**src/verilog/pktout_macros.svh**
```systemverilog
`ifndef PKTOUT_MACROS_SVH
`define PKTOUT_MACROS_SVH

// JBus AD bus.
`define PKT_AD_W 128
`define PKT_ADTYPE_W 8

// Odd parity, one bit per 32-bit lane.
`define PKT_ADP_W 4
`define PKT_LANE_W 32

// Transaction id, split into target aid and trans id.
`define PKT_JID_W 6

// Read-return queues from the L2 tags.
`define PKT_NUM_SCT 4

// PIO request fields.
`define PKT_PIO_ADDR_W 43
`define PKT_PIO_DATA_W 64
`define PKT_BE_W 16

`endif

```
**src/verilog/pktout_pkg.sv**
```systemverilog
`include "pktout_macros.svh"

package pktout_pkg;

  // Queue select from the scheduler.
  typedef enum logic [2:0] {
    LRQ_SCT0RDQ = 3'd0,
    LRQ_SCT1RDQ = 3'd1,
    LRQ_SCT2RDQ = 3'd2,
    LRQ_SCT3RDQ = 3'd3,
    LRQ_PIORQQ  = 3'd4,
    LRQ_IDLE    = 3'd5
  } lrq_e;

  // Bus-cycle select.
  typedef enum logic [3:0] {
    SEL_IDLE   = 4'd0,
    SEL_RD16   = 4'd1,
    SEL_RD64_0 = 4'd2,
    SEL_RD64_1 = 4'd3,
    SEL_RD64_2 = 4'd4,
    SEL_RD64_3 = 4'd5,
    SEL_RDER   = 4'd6,
    SEL_NCRD   = 4'd7,
    SEL_NCWR_0 = 4'd8,
    SEL_NCWR_1 = 4'd9
  } jsel_e;

  typedef enum logic [4:0] {
    TRANS_NCRD = 5'b10010,
    TRANS_NCWR = 5'b10110
  } trans_e;

  typedef enum logic [2:0] {
    INSTALL_SHARED  = 3'b011,
    INSTALL_INVALID = 3'b000
  } install_e;

  typedef enum logic [2:0] {
    RDER_BUS_ERROR = 3'b001,
    RDER_UNMAPPED  = 3'b010
  } rder_e;

  typedef logic [`PKT_ADTYPE_W-1:0] adtype_t;
  typedef logic [`PKT_AD_W-1:0]     ad_t;
  typedef logic [`PKT_ADP_W-1:0]    adp_t;
  typedef logic [`PKT_JID_W-1:0]    jid_t;

endpackage

```
**src/verilog/jbus_cycle_select.sv**
```systemverilog
`timescale 1ns/1ps

`include "pktout_macros.svh"

module jbus_cycle_select (
  input  pktout_pkg::lrq_e    sel_queue,
  input  pktout_pkg::jsel_e   sel_j_adbus,
  input  pktout_pkg::adtype_t sct_adtype [`PKT_NUM_SCT],
  input  pktout_pkg::ad_t     sct_ad [`PKT_NUM_SCT],
  input  pktout_pkg::adtype_t pio_adtype,
  input  pktout_pkg::ad_t     pio_ad,
  output pktout_pkg::adtype_t raw_adtype,
  output pktout_pkg::ad_t     raw_ad
);
  import pktout_pkg::*;

  logic       is_sct_queue;
  logic       is_sct_sel;
  logic       is_pio_sel;
  logic [1:0] sct_idx;

  assign is_sct_queue = (sel_queue == LRQ_SCT0RDQ) || (sel_queue == LRQ_SCT1RDQ) ||
                        (sel_queue == LRQ_SCT2RDQ) || (sel_queue == LRQ_SCT3RDQ);

  assign is_sct_sel = (sel_j_adbus == SEL_RD16)   || (sel_j_adbus == SEL_RD64_0) ||
                      (sel_j_adbus == SEL_RD64_1) || (sel_j_adbus == SEL_RD64_2) ||
                      (sel_j_adbus == SEL_RD64_3) || (sel_j_adbus == SEL_RDER);

  assign is_pio_sel = (sel_j_adbus == SEL_NCRD) || (sel_j_adbus == SEL_NCWR_0) ||
                      (sel_j_adbus == SEL_NCWR_1);

  // SCT queue codes are the array index.
  assign sct_idx = sel_queue[1:0];

  always_comb begin
    raw_adtype = '0;
    raw_ad     = '0;
    if (sel_j_adbus == SEL_IDLE) begin
      // Idle cycle is an undriven bus, all ones.
      raw_adtype = '1;
      raw_ad     = '1;
    end else if (is_sct_queue && is_sct_sel) begin
      raw_adtype = sct_adtype[sct_idx];
      raw_ad     = sct_ad[sct_idx];
    end else if ((sel_queue == LRQ_PIORQQ) && is_pio_sel) begin
      raw_adtype = pio_adtype;
      raw_ad     = pio_ad;
    end
  end

endmodule

```
**src/verilog/jbus_parity_inject.sv**
```systemverilog
`timescale 1ns/1ps

`include "pktout_macros.svh"

module jbus_parity_inject (
  input  pktout_pkg::adtype_t    raw_adtype,
  input  pktout_pkg::ad_t        raw_ad,
  input  logic [`PKT_ADP_W-1:0]  inj_err_j_ad,
  output pktout_pkg::adtype_t    j_adtype,
  output pktout_pkg::ad_t        j_ad,
  output pktout_pkg::adp_t       j_adp
);
  import pktout_pkg::*;

  ad_t inj_mask;

  // Odd parity per lane over clean data, type folded into the top lane.
  always_comb begin
    inj_mask = '0;
    for (int i = 0; i < `PKT_ADP_W; i++) begin
      j_adp[i] = ~(^raw_ad[i*`PKT_LANE_W +: `PKT_LANE_W]);
      inj_mask[i*`PKT_LANE_W] = inj_err_j_ad[i];
    end
    j_adp[`PKT_ADP_W-1] = j_adp[`PKT_ADP_W-1] ^ (^raw_adtype);
  end

  assign j_adtype = raw_adtype;
  assign j_ad     = raw_ad ^ inj_mask;

endmodule

```
**src/verilog/pio_formatter.sv**
```systemverilog
`timescale 1ns/1ps

`include "pktout_macros.svh"

module pio_formatter (
  input  pktout_pkg::jsel_e         sel_j_adbus,
  input  logic                      pio_ue,
  input  logic [`PKT_BE_W-1:0]       pio_be,
  input  logic [`PKT_PIO_DATA_W-1:0] pio_ad,
  input  pktout_pkg::jid_t          unused_jid,
  output pktout_pkg::adtype_t       adtype,
  output pktout_pkg::ad_t           ad
);
  import pktout_pkg::*;

  logic [`PKT_PIO_DATA_W-1:0] ncrd_half;
  logic [`PKT_PIO_DATA_W-1:0] ncwr_half;

  // Address cycle half: byte enables, transaction code, address.
  assign ncrd_half = {pio_be, TRANS_NCRD, pio_ad[`PKT_PIO_ADDR_W-1:0]};
  assign ncwr_half = {pio_be, TRANS_NCWR, pio_ad[`PKT_PIO_ADDR_W-1:0]};

  always_comb begin
    adtype = '0;
    ad     = '0;
    case (sel_j_adbus)
      SEL_NCRD: begin
        adtype = {2'h3, unused_jid};
        ad     = {ncrd_half, ncrd_half};
      end
      SEL_NCWR_0: begin
        adtype = {2'h3, 6'h00};
        ad     = {ncwr_half, ncwr_half};
      end
      SEL_NCWR_1: begin
        // Data beat, only the UE flag in the type.
        adtype = {3'h0, pio_ue, 4'h0};
        ad     = {pio_ad, pio_ad};
      end
      default: begin
        adtype = '0;
        ad     = '0;
      end
    endcase
  end

endmodule

```
**src/verilog/pktout_mux.sv**
```systemverilog
`timescale 1ns/1ps

`include "pktout_macros.svh"

module pktout_mux (
  input  logic                      clk,
  input  logic                      reset,
  input  pktout_pkg::lrq_e          sel_queue,
  input  pktout_pkg::jsel_e         sel_j_adbus,
  input  logic                      sct0_install_state,
  input  logic                      sct0_unmapped_error,
  input  pktout_pkg::jid_t          sct0_jid,
  input  pktout_pkg::ad_t           sct0_data,
  input  logic                      sct0_ue_err,
  input  logic                      sct1_install_state,
  input  logic                      sct1_unmapped_error,
  input  pktout_pkg::jid_t          sct1_jid,
  input  pktout_pkg::ad_t           sct1_data,
  input  logic                      sct1_ue_err,
  input  logic                      sct2_install_state,
  input  logic                      sct2_unmapped_error,
  input  pktout_pkg::jid_t          sct2_jid,
  input  pktout_pkg::ad_t           sct2_data,
  input  logic                      sct2_ue_err,
  input  logic                      sct3_install_state,
  input  logic                      sct3_unmapped_error,
  input  pktout_pkg::jid_t          sct3_jid,
  input  pktout_pkg::ad_t           sct3_data,
  input  logic                      sct3_ue_err,
  input  logic                      pio_ue,
  input  logic [`PKT_BE_W-1:0]       pio_be,
  input  logic [`PKT_PIO_DATA_W-1:0] pio_ad,
  input  pktout_pkg::jid_t          unused_jid,
  input  logic [`PKT_ADP_W-1:0]      inj_err_j_ad,
  output pktout_pkg::adtype_t       j_adtype,
  output pktout_pkg::ad_t           j_ad,
  output pktout_pkg::adp_t          j_adp
);
  import pktout_pkg::*;

  logic [`PKT_NUM_SCT-1:0] q_install_state;
  logic [`PKT_NUM_SCT-1:0] q_unmapped_error;
  logic [`PKT_NUM_SCT-1:0] q_ue_err;
  jid_t                    q_jid [`PKT_NUM_SCT];
  ad_t                     q_data [`PKT_NUM_SCT];
  adtype_t                 sct_adtype [`PKT_NUM_SCT];
  ad_t                     sct_ad [`PKT_NUM_SCT];
  adtype_t                 pio_fmt_adtype;
  ad_t                     pio_fmt_ad;
  adtype_t                 raw_adtype;
  ad_t                     raw_ad;

  // Gather per-queue inputs, index is the queue number.
  assign q_install_state  = {sct3_install_state, sct2_install_state,
                             sct1_install_state, sct0_install_state};
  assign q_unmapped_error = {sct3_unmapped_error, sct2_unmapped_error,
                             sct1_unmapped_error, sct0_unmapped_error};
  assign q_ue_err         = {sct3_ue_err, sct2_ue_err, sct1_ue_err, sct0_ue_err};
  assign q_jid            = '{sct0_jid, sct1_jid, sct2_jid, sct3_jid};
  assign q_data           = '{sct0_data, sct1_data, sct2_data, sct3_data};

  for (genvar k = 0; k < `PKT_NUM_SCT; k++) begin : g_sct
    rdq_formatter u_rdq_formatter (
      .clk            (clk),
      .reset          (reset),
      .sel_j_adbus    (sel_j_adbus),
      .install_state  (q_install_state[k]),
      .unmapped_error (q_unmapped_error[k]),
      .ue_err         (q_ue_err[k]),
      .jid            (q_jid[k]),
      .data           (q_data[k]),
      .adtype         (sct_adtype[k]),
      .ad             (sct_ad[k])
    );
  end

  pio_formatter u_pio_formatter (
    .sel_j_adbus (sel_j_adbus),
    .pio_ue      (pio_ue),
    .pio_be      (pio_be),
    .pio_ad      (pio_ad),
    .unused_jid  (unused_jid),
    .adtype      (pio_fmt_adtype),
    .ad          (pio_fmt_ad)
  );

  jbus_cycle_select u_jbus_cycle_select (
    .sel_queue   (sel_queue),
    .sel_j_adbus (sel_j_adbus),
    .sct_adtype  (sct_adtype),
    .sct_ad      (sct_ad),
    .pio_adtype  (pio_fmt_adtype),
    .pio_ad      (pio_fmt_ad),
    .raw_adtype  (raw_adtype),
    .raw_ad      (raw_ad)
  );

  jbus_parity_inject u_jbus_parity_inject (
    .raw_adtype   (raw_adtype),
    .raw_ad       (raw_ad),
    .inj_err_j_ad (inj_err_j_ad),
    .j_adtype     (j_adtype),
    .j_ad         (j_ad),
    .j_adp        (j_adp)
  );

endmodule

```
**src/verilog/rdq_formatter.sv**
```systemverilog
`timescale 1ns/1ps

`include "pktout_macros.svh"

module rdq_formatter (
  input  logic                clk,
  input  logic                reset,
  input  pktout_pkg::jsel_e   sel_j_adbus,
  input  logic                install_state,
  input  logic                unmapped_error,
  input  logic                ue_err,
  input  pktout_pkg::jid_t    jid,
  input  pktout_pkg::ad_t     data,
  output pktout_pkg::adtype_t adtype,
  output pktout_pkg::ad_t     ad
);
  import pktout_pkg::*;

  logic       ue_err_p1;
  logic [3:0] target_aid;
  logic [1:0] trans_id;
  logic [1:0] uece;
  logic [1:0] uece_p1;
  install_e   state;
  rder_e      rder_code;

  // UE flag of the previous beat, shown on RD64_1.
  always_ff @(posedge clk) begin
    if (reset) begin
      ue_err_p1 <= 1'b0;
    end else begin
      ue_err_p1 <= ue_err;
    end
  end

  assign target_aid = jid[`PKT_JID_W-1:2];
  assign trans_id   = jid[1:0];
  assign uece       = {ue_err, 1'b0};
  assign uece_p1    = {ue_err_p1, 1'b0};
  assign state      = install_state ? INSTALL_INVALID : INSTALL_SHARED;
  assign rder_code  = unmapped_error ? RDER_UNMAPPED : RDER_BUS_ERROR;

  always_comb begin
    adtype = '0;
    ad     = '0;
    case (sel_j_adbus)
      SEL_RD16: begin
        adtype = {2'h2, target_aid, trans_id};
        ad     = data;
      end
      SEL_RD64_0: begin
        adtype = {2'h1, target_aid, trans_id};
        ad     = data;
      end
      SEL_RD64_1: begin
        adtype = {1'b0, uece_p1, uece, state};
        ad     = data;
      end
      SEL_RD64_2, SEL_RD64_3: begin
        adtype = {3'h0, uece, 3'h0};
        ad     = data;
      end
      SEL_RDER: begin
        adtype = {2'h0, target_aid, trans_id};
        // Error code replaces the low data bits.
        ad     = {data[`PKT_AD_W-1:3], rder_code};
      end
      default: begin
        adtype = '0;
        ad     = '0;
      end
    endcase
  end

endmodule
```
**config.mk**
```make
export PLATFORM = sky130hd
export DESIGN_NAME = pktout_mux
export DESIGN_NICKNAME = d
export VERILOG_FILES = /design/src/verilog/pktout_pkg.sv /design/src/verilog/jbus_cycle_select.sv /design/src/verilog/jbus_parity_inject.sv /design/src/verilog/pio_formatter.sv /design/src/verilog/pktout_mux.sv /design/src/verilog/rdq_formatter.sv
export VERILOG_INCLUDE_DIRS = /design/src /design/src/verilog
export SDC_FILE = /design/constraint.sdc
export NUM_CORES = 1
export LEC_CHECK = 0
export BUFFER_PORTS_ARGS = -buffer_cell sky130_fd_sc_hd__buf_2
export CORE_AREA = 10 10 301 303
export DETAILED_ROUTE_END_ITERATION = 8
export DIE_AREA = 0 0 311 313
export PLACE_DENSITY = 0.36
export SYNTH_ARGS = -nofsm -noshare
export SYNTH_HDL_FRONTEND = slang
export SYNTH_SLANG_ARGS = --single-unit
```
**constraint.sdc**
```tcl
create_clock -name clk -period 4.3 [get_ports clk]
set_clock_uncertainty 0.05 [all_clocks]
set_input_delay 0.645 -clock clk [delete_from_list [all_inputs] [get_ports clk]]
set_output_delay 0.645 -clock clk [all_outputs]
set_load 0.01 [all_outputs]
```
### After elaboration in Yosys (flattened, before gate mapping)

Cells that the tools add are included.

* $lt $le $gt $ge: 1
* equality and inequality tests: 13
* muxes and demuxes: 30
* bitwise logic cells: 7
* reductions and logical operators: 21

Operators with widths (number)
* case mux 128 bit (2 select lines): 4
* two-way mux 128 bit: 5
* case mux 128 bit (3 select lines): 1
* binary-select mux 128 bit (select 2 bit): 1
* case mux 8 bit (5 select lines): 4
* parity 32 bit: 4
* XOR 128 x 97 -> 128 bit: 1
* two-way mux 8 bit: 5
* case mux 8 bit (3 select lines): 1
* binary-select mux 8 bit (select 2 bit): 1
* equality test 4 x 3 -> 1 bit, second input constant: 4
* two-way mux 2 bit: 8
* logical OR 1 bit: 10
* equality test 4 x 2 -> 1 bit, second input constant: 2
* equality test 4 bit, second input constant: 2
* parity 8 bit: 1
* equality test 3 x 2 -> 1 bit, second input constant: 2
* OR reduction 5 bit: 1
* equality test 4 x 1 -> 1 bit, second input constant: 1
* logical NOT 4 bit: 1
* NOT 1 bit: 4
* equality test 3 x 1 -> 1 bit, second input constant: 1
* equality test 3 bit, second input constant: 1
* greater-or-equal comparator 3 bit, second input constant: 1
* other kinds (5): 6

* bits in registers: 4
* input port bits: 648
* output and inout port bits: 140
* logic and storage cells: 76

### Depth between registers and ports, before layout

* depth in word-level cells: 12
* gate-level depth with buffers: 14
* gate-level depth less buffers: 8

### By module

From an unflattened synthesis, not the netlist that was laid out.

* cells, all modules: 1686
* area total of the unflattened synthesis: 14208.6 µm²

Modules (own cells, without submodules)
* jbus_cycle_select: times used 1, cells an instance 518, area an instance 5939.4 µm²
* rdq_formatter: times used 4, cells an instance 181, area an instance 1172.4 µm²
* jbus_parity_inject: times used 1, cells an instance 267, area an instance 2194.6 µm²
* pio_formatter: times used 1, cells an instance 177, area an instance 1385.1 µm²

### Worst setup path after synthesis

Ideal clock, no wire load.

* path kind: input to output
* start: input port sel_queue[0]
* end: output port j_adp[1]
* arrival time: 3.278 ns
* data required time: 3.605 ns
* slack: 0.327 ns
* cell stages on the path: 11
* path buffers: 3
* cells stage by stage: buf_2 > buf_6 > buf_2 > mux4_2 > and4_1 > a211o_1 > xor2_1 > xnor2_1 > xnor2_2 > xnor2_1 > xnor2_1

* word-level cells in the longest chain between the ends: 9
* elaborated cells between the ends (all ways): 19
* those cells by class: eq/ne: 4; mux: 6; bitwise: 2; reduce/logical: 7

Ends and longest elaborated chain
* start: declaration: RTL line pktout_mux.sv:8 `input pktout_pkg::lrq_e sel_queue,`
* branches (longest 5 deep; another with binary-select mux 128 bit (select 2 bit))
* two-way mux 128 bit (*): RTL line jbus_cycle_select.sv:42 `end else if (is_sct_queue && is_sct_sel) begin`
* two-way mux 128 bit (*): RTL line jbus_cycle_select.sv:38 `if (sel_j_adbus == SEL_IDLE) begin`
* parity 32 bit (*): RTL line jbus_parity_inject.sv:21 `` j_adp[i] = ~(^raw_ad[i*`PKT_LANE_W +: `PKT_LANE_W]); ``
* NOT 1 bit (*): RTL line jbus_parity_inject.sv:21
* end: declaration: RTL line pktout_mux.sv:37 `output pktout_pkg::adp_t j_adp`

Every way passes the cells marked *. The select of a mux whose other input is x is not followed.

### Worst setup path after layout

* start: input port sel_j_adbus[3]
* end: output port j_adp[3]

* word-level cells in the longest chain between the ends: 12
* elaborated cells between the ends (all ways): 47
* those cells by class: eq/ne: 9; mux: 22; bitwise: 2; reduce/logical: 14

Ends and longest elaborated chain
* start: declaration: RTL line pktout_mux.sv:9 `input pktout_pkg::jsel_e sel_j_adbus,`
* branches (longest 11 deep; another with case mux 128 bit (2 select lines))
* XOR 1 bit (*): RTL line jbus_parity_inject.sv:24 `` j_adp[`PKT_ADP_W-1] = j_adp[`PKT_ADP_W-1] ^ (^raw_adtype); ``

Marked as above.

==> flow_metrics.py <==
metrics = {
    "critical_path": {
        "critPathMostFrequentCell": "buf_4",
        "critPathArrivalTime_ns": 3.50,
        "path_class": "primary input to primary output",
        "path_buf_inv": 5,
        "worst_setup_path_end_kind": "primary output",
        "slowest_stage": "xnor3_2",
        "path_delay_family": "XOR/XNOR gates",
        "max_stage_delay_ns": 0.48,
        "path_cells": "clkbuf_4, buf_4, and4b_1, buf_4, o211ai_1, nand4_1, buf_4, xnor2_2, xnor2_2, xnor2_1, xnor2_1, xnor3_2, buf_6",
        "cp.required_ns": 3.61,
        "cp_max_fo": 13,
        "start_kind": "primary input",
    },
    "timing": {
        "slew_headroom": 0.526,
        "finalSetupViolations": 0,
        "tightest_slew_ns": 0.710,
        "tns_ns": 0,
        "hold_viol": 0,
        "finalCriticalPeriod_ns": 4.19,
        "fmax_ghz": 0.238,
        "fin_crit_sh": 0.975,
        "slew_violations": 0,
    },
    "layout": {
        "largest_reg_flops": 4,
        "area_delta_synth_final_pct": 101,
        "fin_nets": 2315,
        "largest-register": "g_sct.u_rdq_formatter.ue_err_p1",
        "final_util": 0.179,
        "nFillCells": 9702,
        "layout_commonest_cell": "buf_2",
        "drive_gt1_frac": 0.734,
        "layout_common_cells": "780 x buf_2, 217 x buf_4, 131 x mux4_2",
        "multi_input_area_um2": 7170,
        "ff_latch_area_um2": 80.1,
        "reg.largest.list": "g_sct.u_rdq_formatter.ue_err_p1 x4",
    },
    "min_path": {
        "holdCritPathClass": "primary input to flop",
        "hold_path_end": "g_sct[0].u_rdq_formatter.ue_err_p1",
        "holdPathStages": 2,
        "hp-start": "reset",
    },
    "synth": {
        "yosys_warnings": 0,
        "synth_edf_count": 0,
        "ys_ff_latch": 4,
        "syn_area_um2": 7510,
        "ys_seq_area_frac": 0.0107,
        "ys_async_sr_fraction": 0,
        "synth_area_per_cell_um2": 10.4,
        "yosys.cell_types.count": 64,
        "postSynthCellCount": 722,
        "synth_ff_type": "dfxtp_1",
        "synth_fp_nets": 1370,
    },
    "power": {
        "power.internal_mw": 1.45,
        "ir_worst_vdd_uv": 168,
        "combinationalPowerShare": 0.931,
        "clkPwrFrac": 0.054,
        "p_seq_frac": 0.015,
        "p_per_area_nw_per_um2": 176,
        "p_sw_mw": 1.21,
        "total_power_mw": 2.66,
        "leakage_nw": 7.25,
        "netSwitchingFraction": 0.454,
    },
    "placement": {
        "dpl.hpwl_um": 75900,
        "gp_congestion": 0.927,
        "port_buffers": 787,
    },
    "die": {
        "start_util": 0.0887,
        "die_area_um2": 97300,
        "die_w_um": 311,
        "rows": 107,
        "die-height_um": 313,
        "coreArea_um2": 84600,
        "io_pins": 788,
    },
    "detailed_routing": {
        "first_pass_iters": 7,
        "drcViolationCount": 0,
        "drt_iter0_drc": 776,
        "wl_per_cell_um": 30.4,
        "ant_nets": 0,
        "via_per_inst": 4.19,
        "drt-total-wl_um": 85700,
        "vias": 11797,
    },
    "run_status": {
        "outcome": "complete, no violations",
    },
    "grt": {
        "antenna_found_initial": 56,
        "grt_pass1_vias": 12873,
        "grt_max_degree": 54,
        "grt_pass1_wl_um": 114000,
        "grt_remaining_overflow": 0,
        "track_usage": 0.165,
    },
    "clock_network": {
        "cts_buffer_depth": 2,
        "cts-root-buf": "clkbuf_16",
        "h-tree-depth": 1,
        "clk_pin_slew_worst_paths_ns": 0.03,
        "clock_sinks": 4,
        "numCtsBuffers": 3,
        "cts_tree": "done",
    },
    "flow_run": {
        "cap_viol_max_count": 0,
    },
}
## metrics by stage
stage	std cells	instance area, µm²	setup slack, ns	hold slack, ns
2_1_floorplan	722	7510	0.327	0.667
3_3_place_gp	2757	14200	-0.695	0.821
3_5_place_dp	2757	14200	-0.637	0.824
4_1_cts	2787	14800	-0.0278	0.593
5_1_grt	2810	15100	-0.00202	0.597
6_report	2816	15100	0.107	0.596
## cells by family after synthesis
kind of cell / synth area share
buffers and inverters: 0.0745
and+or+nand+nor: 0.149
DFF: 0.0107
xor gates and xnor gates: 0.167
muxes: 0.400
AOI/OAI and AO/OA: 0.199
## power groups by stage
stage	registers, mW	logic, mW	clock network, mW
final	0.0399	2.47	0.145
after CTS	0.0399	2.45	0.146
after detailed placement	0.0404	2.35	0
after global placement	0.0402	2.35	0
after floorplan	0.0401	1.11	0
after global routing	0.0399	2.64	0.150
## timing repair
item / CTS / global route
gates cloned: 5 / 0
buffers inserted: 23 / 25
pin swaps: 17 / 31
gates resized for setup: 42 / 27
hold buffers: 0 / 0
endpoints found under the setup margin: 3 / 4
## layout make-up
cell class,count,share of cell area
multi-input combinational,615,0.474
sequential,4,0.00530
timing repair buffer,1039,0.418
clock buffer,3,0.00497
inverter,4,0.000994
antenna,7,0.00116
tap,1144,0.0947
## layer usage
metal	GRT usage	up-vias	wire [µm]
met2	0.303	727	43500
li1	-	5006	-
met3	0.0418	122	6560
met4	0.0265	20	1810
met1	0.192	5922	33700
met5	0	-	134
## how the worst max path moves through the flow
stage	startpoint	to	slack [ns]	depth (start not counted)
floorplan	sel_queue[0]	j_adp[1]	0.33	11
global placement	sel_j_adbus[1]	j_adp[3]	-0.70	13
detailed placement	sel_j_adbus[1]	j_adp[3]	-0.64	13
CTS	sel_j_adbus[1]	j_adp[3]	-0.03	12
global route	sel_queue[1]	j_adp[3]	-0.002	12
finish	sel_j_adbus[3]	j_adp[3]	0.11	13
## cell usage after synthesis, types with 14 or more instances
| cell | count | area (µm²) |
|---|---|---|
| clkbuf_1 | 32 | 120 |
| nand2_1 | 20 | 75.1 |
| nand4_1 | 58 | 363 |
| xnor2_1 | 97 | 850 |
| and4_1 | 19 | 166 |
| buf_2 | 36 | 180 |
| xor2_1 | 21 | 184 |
| buf_4 | 14 | 105 |
| nor2_1 | 17 | 63.8 |
| mux4_2 | 131 | 2950 |
| nand3_1 | 20 | 100 |
| a221o_1 | 73 | 731 |
| a211o_1 | 21 | 184 |
| o211ai_1 | 17 | 128 |
(Power assumes the default switching activity.)
